<file path="src/source/response_pkg.sv">
// Lane count, queue depths, field widths and payload types of the response path; import by wildcard
package response_pkg;

  // --------------------
  // Sizing
  // --------------------

  // Requestor lanes served by one response path
  localparam int num_lanes = 4;

  // Queue depths per response kind
  localparam int read_fifo_depth = 16;
  localparam int ack_fifo_depth  = 8;

  // --------------------
  // Field widths
  // --------------------

  localparam int tag_width    = 8;
  localparam int data_width   = 32;
  localparam int status_width = 2;

  // --------------------
  // Types
  // --------------------

  // Target requestors, one bit per lane, several bits for a broadcast
  typedef logic [num_lanes-1:0] lane_mask_t;

  // Read response, tag and read data
  typedef struct packed {
    logic [tag_width-1:0]  tag;
    logic [data_width-1:0] data;
  } read_payload_t;

  // Write acknowledgement, tag and completion status
  typedef struct packed {
    logic [tag_width-1:0]    tag;
    logic [status_width-1:0] status;
  } ack_payload_t;

endpackage
</file>
<file path="src/source/response_fabric_top.sv">
// Top of the response return path; read and ack distributors feeding one per-lane merger
module response_fabric_top
  import response_pkg::*;
(
  input  logic                    ap_clk,
  input  logic                    areset_control,
  input  logic                    read_valid,
  input  lane_mask_t              read_mask,
  input  logic [tag_width-1:0]    read_tag,
  input  logic [data_width-1:0]   read_data,
  input  logic                    ack_valid,
  input  lane_mask_t              ack_mask,
  input  logic [tag_width-1:0]    ack_tag,
  input  logic [status_width-1:0] ack_status,
  input  lane_mask_t              response_ready,
  output lane_mask_t              response_valid,
  output lane_mask_t              response_is_ack,
  output logic [tag_width-1:0]    response_tag    [num_lanes],
  output logic [data_width-1:0]   response_data   [num_lanes],
  output logic [status_width-1:0] response_status [num_lanes],
  output logic                    read_full,
  output logic                    ack_full,
  output logic                    setup_busy
);

  read_payload_t read_in_payload;
  ack_payload_t  ack_in_payload;
  read_payload_t read_out_payload;
  ack_payload_t  ack_out_payload;
  lane_mask_t    read_request;
  lane_mask_t    ack_request;
  lane_mask_t    read_take;
  lane_mask_t    ack_take;
  lane_mask_t    read_strobe;
  lane_mask_t    ack_strobe;

  assign read_in_payload = '{tag: read_tag, data: read_data};
  assign ack_in_payload  = '{tag: ack_tag, status: ack_status};

  // Busy through reset and the first cycle after it
  always_ff @(posedge ap_clk) begin
    if (areset_control) begin
      setup_busy <= 1'b1;
    end else begin
      setup_busy <= 1'b0;
    end
  end

  // --------------------
  // Distributors
  // --------------------
  response_distributor #(
    .payload_t (read_payload_t),
    .depth     (read_fifo_depth)
  ) u_read_distributor (
    .ap_clk         (ap_clk),
    .areset_control (areset_control),
    .in_valid       (read_valid),
    .in_mask        (read_mask),
    .in_payload     (read_in_payload),
    .lane_request   (read_request),
    .lane_take      (read_take),
    .head_payload   (),
    .lane_strobe    (read_strobe),
    .out_payload    (read_out_payload),
    .full           (read_full)
  );

  response_distributor #(
    .payload_t (ack_payload_t),
    .depth     (ack_fifo_depth)
  ) u_ack_distributor (
    .ap_clk         (ap_clk),
    .areset_control (areset_control),
    .in_valid       (ack_valid),
    .in_mask        (ack_mask),
    .in_payload     (ack_in_payload),
    .lane_request   (ack_request),
    .lane_take      (ack_take),
    .head_payload   (),
    .lane_strobe    (ack_strobe),
    .out_payload    (ack_out_payload),
    .full           (ack_full)
  );

  // --------------------
  // Merger
  // --------------------
  response_merger u_merger (
    .ap_clk          (ap_clk),
    .areset_control  (areset_control),
    .read_request    (read_request),
    .ack_request     (ack_request),
    .read_take       (read_take),
    .ack_take        (ack_take),
    .read_strobe     (read_strobe),
    .ack_strobe      (ack_strobe),
    .read_payload    (read_out_payload),
    .ack_payload     (ack_out_payload),
    .response_ready  (response_ready),
    .response_valid  (response_valid),
    .response_is_ack (response_is_ack),
    .response_tag    (response_tag),
    .response_data   (response_data),
    .response_status (response_status)
  );

endmodule

</file>
<file path="src/source/response_merger.sv">
// Per-lane merge of the read and ack distributors with one shared rotating priority
module response_merger
  import response_pkg::*;
(
  input  logic                    ap_clk,
  input  logic                    areset_control,
  input  lane_mask_t              read_request,
  input  lane_mask_t              ack_request,
  output lane_mask_t              read_take,
  output lane_mask_t              ack_take,
  input  lane_mask_t              read_strobe,
  input  lane_mask_t              ack_strobe,
  input  read_payload_t           read_payload,
  input  ack_payload_t            ack_payload,
  input  lane_mask_t              response_ready,
  output lane_mask_t              response_valid,
  output lane_mask_t              response_is_ack,
  output logic [tag_width-1:0]    response_tag    [num_lanes],
  output logic [data_width-1:0]   response_data   [num_lanes],
  output logic [status_width-1:0] response_status [num_lanes]
);

  logic ack_first;
  logic read_pop;
  logic ack_pop;

  // --------------------
  // Take masks
  // --------------------
  // Priority side gets all its ready lanes, the other side only the lanes left over
  always_comb begin
    if (ack_first) begin
      ack_take  = ack_request & response_ready;
      read_take = read_request & response_ready & ~ack_request;
    end else begin
      read_take = read_request & response_ready;
      ack_take  = ack_request & response_ready & ~read_request;
    end
  end

  assign read_pop = (|read_request) & (read_take == read_request);
  assign ack_pop  = (|ack_request) & (ack_take == ack_request);

  // Pointer moves on a priority pop or an idle priority side
  always_ff @(posedge ap_clk) begin
    if (areset_control) begin
      ack_first <= 1'b0;
    end else if (ack_first) begin
      if (ack_pop || !(|ack_request)) begin
        ack_first <= 1'b0;
      end
    end else if (read_pop || !(|read_request)) begin
      ack_first <= 1'b1;
    end
  end

  // --------------------
  // Requestor outputs
  // --------------------
  always_ff @(posedge ap_clk) begin
    if (areset_control) begin
      response_valid  <= '0;
      response_is_ack <= '0;
    end else begin
      response_valid  <= read_strobe | ack_strobe;
      response_is_ack <= ack_strobe;
    end
  end

  // At most one strobe per lane, takes are exclusive
  always_ff @(posedge ap_clk) begin
    for (int i = 0; i < num_lanes; i++) begin
      if (ack_strobe[i]) begin
        response_tag[i]    <= ack_payload.tag;
        response_data[i]   <= '0;
        response_status[i] <= ack_payload.status;
      end else if (read_strobe[i]) begin
        response_tag[i]    <= read_payload.tag;
        response_data[i]   <= read_payload.data;
        response_status[i] <= '0;
      end
    end
  end

endmodule

</file>
<file path="src/source/response_distributor.sv">
// One-to-N distributor; queues one response kind and hands its head to every lane in its mask
module response_distributor
  import response_pkg::*;
#(
  parameter type payload_t = read_payload_t,
  parameter int  depth     = read_fifo_depth
) (
  input  logic       ap_clk,
  input  logic       areset_control,
  input  logic       in_valid,
  input  lane_mask_t in_mask,
  input  payload_t   in_payload,
  output lane_mask_t lane_request,
  input  lane_mask_t lane_take,
  output payload_t   head_payload,
  output lane_mask_t lane_strobe,
  output payload_t   out_payload,
  output logic       full
);

  // Queue entry keeps the target mask next to the payload
  typedef struct packed {
    lane_mask_t mask;
    payload_t   payload;
  } entry_t;

  logic       in_valid_reg;
  lane_mask_t in_mask_reg;
  payload_t   in_payload_reg;
  entry_t     push_entry;
  entry_t     head_entry;
  logic       push;
  logic       pop;
  logic       fifo_empty;

  // --------------------
  // Input register
  // --------------------
  always_ff @(posedge ap_clk) begin
    if (areset_control) begin
      in_valid_reg <= 1'b0;
    end else begin
      in_valid_reg <= in_valid;
    end
  end

  always_ff @(posedge ap_clk) begin
    in_mask_reg    <= in_mask;
    in_payload_reg <= in_payload;
  end

  // Responses with no target lane are dropped
  assign push       = in_valid_reg & (|in_mask_reg);
  assign push_entry = '{mask: in_mask_reg, payload: in_payload_reg};

  // --------------------
  // Queue
  // --------------------
  response_fifo #(
    .payload_t (entry_t),
    .depth     (depth)
  ) u_fifo (
    .ap_clk         (ap_clk),
    .areset_control (areset_control),
    .write_en       (push),
    .write_data     (push_entry),
    .read_en        (pop),
    .read_data      (head_entry),
    .empty          (fifo_empty),
    .full           (full)
  );

  // --------------------
  // Head offer and pop
  // --------------------
  assign lane_request = fifo_empty ? '0 : head_entry.mask;
  assign head_payload = head_entry.payload;

  // Pop only when every target lane takes in the same cycle
  assign pop = ~fifo_empty & (lane_take == head_entry.mask);

  always_ff @(posedge ap_clk) begin
    if (areset_control) begin
      lane_strobe <= '0;
    end else if (pop) begin
      lane_strobe <= head_entry.mask;
    end else begin
      lane_strobe <= '0;
    end
  end

  // Popped payload, qualified by lane_strobe
  always_ff @(posedge ap_clk) begin
    if (pop) begin
      out_payload <= head_entry.payload;
    end
  end

endmodule

</file>
<file path="src/source/response_fifo.sv">
// Synchronous first-word-fall-through queue; one instance per distributor, payload set by type
module response_fifo #(
  parameter type payload_t = logic,
  parameter int  depth     = 16
) (
  input  logic     ap_clk,
  input  logic     areset_control,
  input  logic     write_en,
  input  payload_t write_data,
  input  logic     read_en,
  output payload_t read_data,
  output logic     empty,
  output logic     full
);

  // --------------------
  // Storage and pointers
  // --------------------
  payload_t                   storage [depth];
  logic [$clog2(depth)-1:0]   write_ptr;
  logic [$clog2(depth)-1:0]   read_ptr;
  logic [$clog2(depth+1)-1:0] count;
  logic                       do_write;
  logic                       do_read;

  assign empty = (count == '0);
  assign full  = (count == ($clog2(depth+1))'(depth));

  // Overflow and underflow requests are dropped here
  assign do_write = write_en & ~full;
  assign do_read  = read_en & ~empty;

  // Head is visible with no read latency
  assign read_data = storage[read_ptr];

  always_ff @(posedge ap_clk) begin
    if (do_write) begin
      storage[write_ptr] <= write_data;
    end
  end

  // --------------------
  // Pointer and fill count
  // --------------------
  always_ff @(posedge ap_clk) begin
    if (areset_control) begin
      write_ptr <= '0;
      read_ptr  <= '0;
      count     <= '0;
    end else begin
      if (do_write) begin
        if (write_ptr == ($clog2(depth))'(depth - 1)) begin
          write_ptr <= '0;
        end else begin
          write_ptr <= write_ptr + 1'b1;
        end
      end
      if (do_read) begin
        if (read_ptr == ($clog2(depth))'(depth - 1)) begin
          read_ptr <= '0;
        end else begin
          read_ptr <= read_ptr + 1'b1;
        end
      end
      case ({do_write, do_read})
        2'b10:   count <= count + 1'b1;
        2'b01:   count <= count - 1'b1;
        default: count <= count;
      endcase
    end
  end

endmodule

</file>
<file path="config.mk">
export PLATFORM = sky130hd
export DESIGN_NAME = response_fabric_top
export DESIGN_NICKNAME = d
export VERILOG_FILES = /design/src/source/response_pkg.sv /design/src/source/response_fabric_top.sv /design/src/source/response_merger.sv /design/src/source/response_distributor.sv /design/src/source/response_fifo.sv
export SDC_FILE = /design/constraint.sdc
export NUM_CORES = 1
export LEC_CHECK = 0
export ABC_CLOCK_PERIOD_IN_PS = 8400
export BUFFER_PORTS_ARGS = -buffer_cell sky130_fd_sc_hd__buf_2
export CAP_MARGIN = 10
export CORE_MARGIN = 4
export CORE_UTILIZATION = 35
export CTS_CLUSTER_SIZE = 28
export DETAILED_ROUTE_END_ITERATION = 16
export PLACE_DENSITY = 0.53
export SYNTH_ARGS = -nofsm -noshare
export SYNTH_HDL_FRONTEND = slang
export SYNTH_SLANG_ARGS = --single-unit
</file>
<file path="constraint.sdc">
create_clock -name ap_clk -period 8.4 [get_ports ap_clk]
set_input_delay 2.1 -clock ap_clk [delete_from_list [all_inputs] [get_ports ap_clk]]
set_output_delay 2.1 -clock ap_clk [all_outputs]
set_load 0.05 [all_outputs]
</file>
; ---- Word level (Yosys, flattened, before mapping)
; Memories as Yosys holds them, arrays and structs flattened. A register that Yosys moved wholly into a read port is not among the register bits.
; Index checks and enable logic that the tools add are counted.
[word_totals]
ram_bits = 816
elab_cells = 139
mem_bits_ro = 0
latchBits = 0
n_memories = 2
reg_bits = 319
out_inout_bits = 179
[op_classes]
muxes = 38
eq_ne = 14
add_sub_neg = 8
n_shift = 0
div = 0
n_mul = 0
bitwise_logic = 23
order_cmp = 0
reduce_logical = 18
[memory_table]
columns = memory, depth, width, read_ports, rd_clocked_by_memory_dff, wr, line
row1 = u_read_distributor.u_fifo.storage, 16, 44, 1, 1, 1, response_fifo.sv:19  ; payload_t storage [depth];
row2 = u_ack_distributor.u_fifo.storage, 8, 14, 1, 1, 1, response_fifo.sv:19
[ops]
columns = op, n
row1 = 8-bit two-way mux, 8
row2 = 4-bit two-way mux, 8
row3 = 4-bit bitwise AND, 4
row4 = 4-bit equality test, 4
row5 = 2-bit two-way mux, 8
row6 = 4-bit OR reduction, 4
row7 = 4-bit by 1-bit adder with 4-bit output (second input constant), 3
row8 = 4-bit equality test (second input constant), 3
row9 = 3-bit two-way mux, 4
row10 = 2-bit nonzero test, 6
row11 = 1-bit bitwise AND, 10
row12 = 5-bit one-hot mux with 2 select lines, 1
row13 = 1-bit two-way mux, 8
row14 = 4-bit NOT, 2
row15 = 4-bit one-hot mux with 2 select lines, 1
row16 = 3-bit by 1-bit adder with 3-bit output (second input constant), 2
row17 = 3-bit equality test (second input constant), 2
row18 = 1-bit NOT, 6
row19 = 5-bit by 1-bit adder with 5-bit output (second input constant), 1
row20 = 5-bit equality test (second input constant), 1
row21 = 5-bit logical NOT, 1
row22 = 5-bit by 1-bit subtractor with 5-bit output (second input constant), 1
row23 = 2-bit by 1-bit equality test with 1-bit output (second input constant), 2
row24 = 2-bit equality test (second input constant), 2
row25 = 6 further kinds, 9

; ---- Depth between registers and ports, before layout
[depth]
depth_word = 10
depth_mapped = 18
depth_no_buf = 16

; ---- Hierarchy
; From an unflattened synthesis, not the netlist that was laid out.
[hier_totals]
hier_cells = 2048
area_unflattened_um2 = 42225.5
[by_module_without_submodules]
columns = mod, n_inst, cells_per_inst, area_each_um2, seq_area_each_um2
row1 = response_fifo at u_read_distributor.u_fifo, 1, 1093, 27575.2, 21480.6
row2 = response_merger, 1, 552, 6547.5, 3943.8
row3 = response_fifo at u_ack_distributor.u_fifo, 1, 240, 4914.7, 3623.5
row4 = response_distributor at u_read_distributor, 1, 111, 2334.7, 2182.1
row5 = response_distributor at u_ack_distributor, 1, 51, 833.3, 680.7
row6 = response_fabric_top, 1, 1, 20.0, 20.0

; ---- Least setup slack after synthesis
; Ideal clock, no wire load.
[synth_path]
path_kind = in2reg
from = input port response_ready[1]
to = register u_read_distributor.u_fifo.count[3]
cell_stages = 10
arrival_ns = 5.632
setup_ns = 0.134
path_buffers = 1
slack_ns = 2.634
cell_sequence = o21ai_0 > a22o_1 > nor4_4 > ha_1 > clkbuf_1 > nand3_1 > or3_1 > o21ai_0 > mux2i_1 > o211ai_1
[synth_between]
elab_chain_len = 8
[synth_lines]
columns = item, line
row1 = start: declaration, response_fabric_top.sv:15  ; input lane_mask_t response_ready,
row2 = 4-bit bitwise AND (*), "response_merger.sv:34, response_merger.sv:36"
row3 = 4-bit bitwise AND, response_merger.sv:34  ; read_take = read_request & response_ready & ~ack_request;
row4 = 4-bit two-way mux (*), response_merger.sv:32  ; if (ack_first) begin
row5 = 4-bit equality test (*), response_distributor.sv:80  ; assign pop = ~fifo_empty & (lane_take == head_entry.mask);
row6 = 1-bit bitwise AND (*), response_distributor.sv:80
row7 = 1-bit bitwise AND (*), response_fifo.sv:31  ; assign do_read = read_en & ~empty;
row8 = 2-bit by 1-bit equality test with 1-bit output / 2-bit equality test (equally long branches), response_fifo.sv:65  ; case ({do_write, do_read})
row9 = 5-bit one-hot mux with 2 select lines / 2-bit nonzero test (equally long branches), --
row10 = end signal: assignment, response_fifo.sv:66  ; 2'b10: count <= count + 1'b1;
row11 = end signal: assignment, response_fifo.sv:67  ; 2'b01: count <= count - 1'b1;
row12 = end signal: assignment, response_fifo.sv:68  ; default: count <= count;
row13 = end: declaration, response_fifo.sv:22  ; logic [$clog2(depth+1)-1:0] count;
; Mark *: on every way between the ends. The rest lies on a longest branch, timed or not.
; A chain may end at the register's enable or synchronous reset.

==> results.txt <==
----------------------------------------------------
[Setup path]
  Critical path capture point type ... register
  Critical-path maximum fanout ... 49
  Start-to-end type of the worst setup path ... reg2reg
  Worst path arrival time ... 5.66 ns
  Critical Path RT ... 9.01 ns
  Nature of the critical path startpoint ... register
  Slack of the worst reg-to-reg path ... 3.35 ns

[Floorplanning]
  Y dimension of the die ... 353 um
  Floorplan core area ... 0.118 mm^2
  Number of primary I/O pins ... 245
  Starting density of the core ... 35.3%
  Rows ... 126
  Die extent in x ... 353 um
  Area enclosed by the die boundary ... 0.125 mm^2

[Synthesis]
  Async S/R FF share, synth ... 0%
  Post-synth EDFFs ... 906
  Synthesis-stage register bit count ... 1142
  Avg Synthesized Cell Area ... 20.4 um^2
  Post-synthesis share of cell area spent on xor and xnor gates ... 0.168%
  Synth Cell Area ... 0.0417 mm^2
  Sequential-to-total area share from yosys stat ... 76.6%
  Most used flip-flop cell after synthesis ... edfxtp_1
  Area fraction in compound gates after synthesis ... 0.928%
  Multiplexer area fraction after synthesis ... 17.8%
  Gate count of the mapped netlist ... 2039
  Post-synthesis net count ... 2121
  Main combinational cell family by area after synthesis ... multiplexers
  Yosys synthesis warning count ... 0
  Unique masters post-synth ... 57
  Fraction of the mapped netlist area in simple logic gates ... 2.94%
  Post-synthesis adder-cell area fraction ... 0.498%

[Pwr]
  Peak supply drop ... 0.202 mV
  Part of the power in combinational logic ... 19.2%
  Psw ... 4.51 mW
  Proportion of power drawn by the clock network ... 34.0%
  Switching share of power ... 30.1%
  LEAKAGE ... 16.0 nW
  Relative contribution of sequential cells to total power ... 46.8%
  Cell-internal power ... 10.5 mW
  Total power per unit cell area ... 307 mW/mm^2

[Layout]
  Sequential standard cell area ... 0.0320 mm^2
  Final Net Count ... 2418
  Flip-flop count of the largest register after layout ... 704
  Fill cell count ... 10300
  Most common cell after layout, fill and taps aside ... edfxtp_1
  Leading cell types in the layout, fill and taps excluded ... edfxtp_1 (906), buf_2 (244), mux4_2 (238)
  Proportion of layout cells with a drive suffix above 1 ... 32.5%
  Biggest register ... u_read_distributor.u_fifo.storage
  Leading registers by flop count ... u_read_distributor.u_fifo.storage: 704 flops, u_merger.response_data: 128 flops, u_ack_distributor.u_fifo.storage: 112 flops
  Layout Area Growth over Synthesis ... 16.9%
  Multi-input combinational cell area ... 0.00948 mm^2

[Clock tree]
  Clock tree root buffer cell ... clkbuf_16
  # clock sinks ... 1142
  TritonCTS clock tree ... built
  Post-CTS setup buffers ... 0
  Number of H-tree levels ... 3
  PostCTS Resize Cnt ... 0
  Max clock buf depth ... 3
  Cts-stage hold buffer count ... 0
  Number of clock buffers inserted by TritonCTS ... 115
  Clock-pin transition on the worst setup and hold timing paths ... 0.06 ns
  Worst-skew pair later-pin latency ... 0.70 ns

[STA]
  Final setup violating endpoints ... 0
  Ratio of final minimum period to clock period ... 60.1%
  Clock Skew ... 0.0391 ns
  Setup slack after layout ... 3.35 ns
  Minimum clock period ... 5.05 ns
  Achievable Freq ... 198 MHz
  Setup tns final ... 0 ns
  Hold_ws ... 0.488 ns
  Final-report hold violation count ... 0
  Max transition margin ... 27.9%
  RSZ-0062 raised after global routing ... false
  Worst-Margin Slew ... 1.08 ns
  Max-slew violation count ... 0

[GRT]
  Global-route wire length before repair ... 149000 um
  Overall routing resource usage ... 16.2%
  Via count of the first global-routing pass ... 21200
  Pin count of the biggest net entering global routing ... 69
  Number of antenna violations at the first check in global routing ... 11
  Total global routing overflow ... 0

[Worst hold path]
  Hold Crit Class ... reg2reg

[Routing]
  First-pass iteration count of the detailed router ... 5
  Routed Antenna Nets ... 1
  Post-detailed-route wirelength per cell ... 25.7 um
  Detailed Route WL ... 102000 um
  Drt via density ... 5.04
  Number of violations reported at the end of detailed-routing iteration 0 ... 1508
  DRC violation count after routing ... 0
  Total via count after detailed routing ... 20000

[Run status]
  Result of the run ... finished, violations left
  Violations in the final reports ... antenna violations

[Placed design]
  Detail Placement HPWL ... 60200 um
  Number of buffers added on ports ... 244
  Routability congestion estimate ... 0.757
  Placement Setup Slack ... 3.23 ns

[Run]
  Max-cap check violation count ... 0

----------------------------------------------------
-- worst paths after layout --
path,start,endpoint,cells past startpoint
min reg2reg,u_merger.response_data[17],u_merger.response_data[17],2
max reg2reg,register,u_read_distributor.u_fifo.count[4],15
min,u_merger.response_data[17],u_merger.response_data[17],2
max,register,u_read_distributor.u_fifo.count[4],15
-- Yosys cell counts, types with 5 or more instances --
| master | number | area, um^2 |
|---|---|---|
| a21oi_1 | 15 | 75.1 |
| a221oi_1 | 5 | 43.8 |
| and2_1 | 15 | 93.8 |
| buf_1 | 34 | 128 |
| clkbuf_1 | 64 | 240 |
| dfxtp_1 | 236 | 4720 |
| edfxtp_1 | 906 | 27200 |
| ha_1 | 15 | 188 |
| inv_1 | 10 | 37.5 |
| mux2_2 | 43 | 484 |
| mux2i_1 | 151 | 1510 |
| mux4_2 | 238 | 5360 |
| nand2_1 | 17 | 63.8 |
| nor2_1 | 172 | 646 |
| nor2b_1 | 13 | 81.3 |
| nor3_1 | 18 | 90.1 |
| nor3b_1 | 5 | 37.5 |
| o21ai_0 | 8 | 40.0 |
| or2_2 | 5 | 31.3 |
| or3_1 | 6 | 37.5 |
| xor2_1 | 5 | 43.8 |
-- critical path: stages (launching register included) --
cell	delay, ns
dfxtp_2	0.98
mux4_2	0.60
mux2i_1	0.43
o21ai_0	0.24
a22o_1	0.27
nor4_4	0.29
buf_4	0.64
nand2_1	0.16
xnor2_1	0.16
ha_1	0.22
a31oi_1	0.18
o22a_1	0.16
nor2_1	0.05
a211o_1	0.29
nand3_1	0.08
nor3b_1	0.16
-- cells by family after synthesis --
kind of cell | Yosys count
AND/OR/NAND/NOR | 270
AO/OA/AOI/OAI | 54
flip-flops | 1142
buffers and inverters | 115
multiplexers | 434
adder cells (fa/ha/maj) | 16
XOR/XNOR | 8
-- area by class of cell --
type	count	share of cell area, %
antenna	8	0.0411
clock buffer	154	6.50
clock inverter	63	1.27
inverter	11	0.0873
multi-input combinational	782	19.5
sequential	1142	65.6
tap	1536	3.94
timing repair buffer	284	3.13
-- per-stage QoR --
stage	total power [mW]	std cells	utilization, %	area (um^2)
2_1_floorplan	9.16	2039	-	41700
3_3_place_gp	9.97	3754	38.0	44900
3_5_place_dp	10.0	3755	38.0	44900
4_1_cts	15.2	3972	41.3	48700
5_1_grt	15.6	3972	41.3	48700
6_report	15.0	3980	41.3	48700
-- per-layer routing --
metal  global-route usage (%)  vias to the layer above  share of wire [%]
met1                     21.7                    10600                 43
met4                     4.73                        2                2.4
met5                        0                        -              0.013
met2                     27.1                      554                 49
li1                         -                     8750                  -
met3                     3.02                      134                5.6
-- power groups by stage --
stage / clock network [mW] / logic [mW] / registers [mW]
finish: 5.09 / 2.88 / 7.00
global route: 5.47 / 3.05 / 7.06
CTS: 5.23 / 2.91 / 7.01
detailed placement: 0 / 2.91 / 7.12
global placement: 0 / 2.88 / 7.09
floorplan: 0 / 1.08 / 8.08
Note: power is estimated with default switching activity, not from simulation.
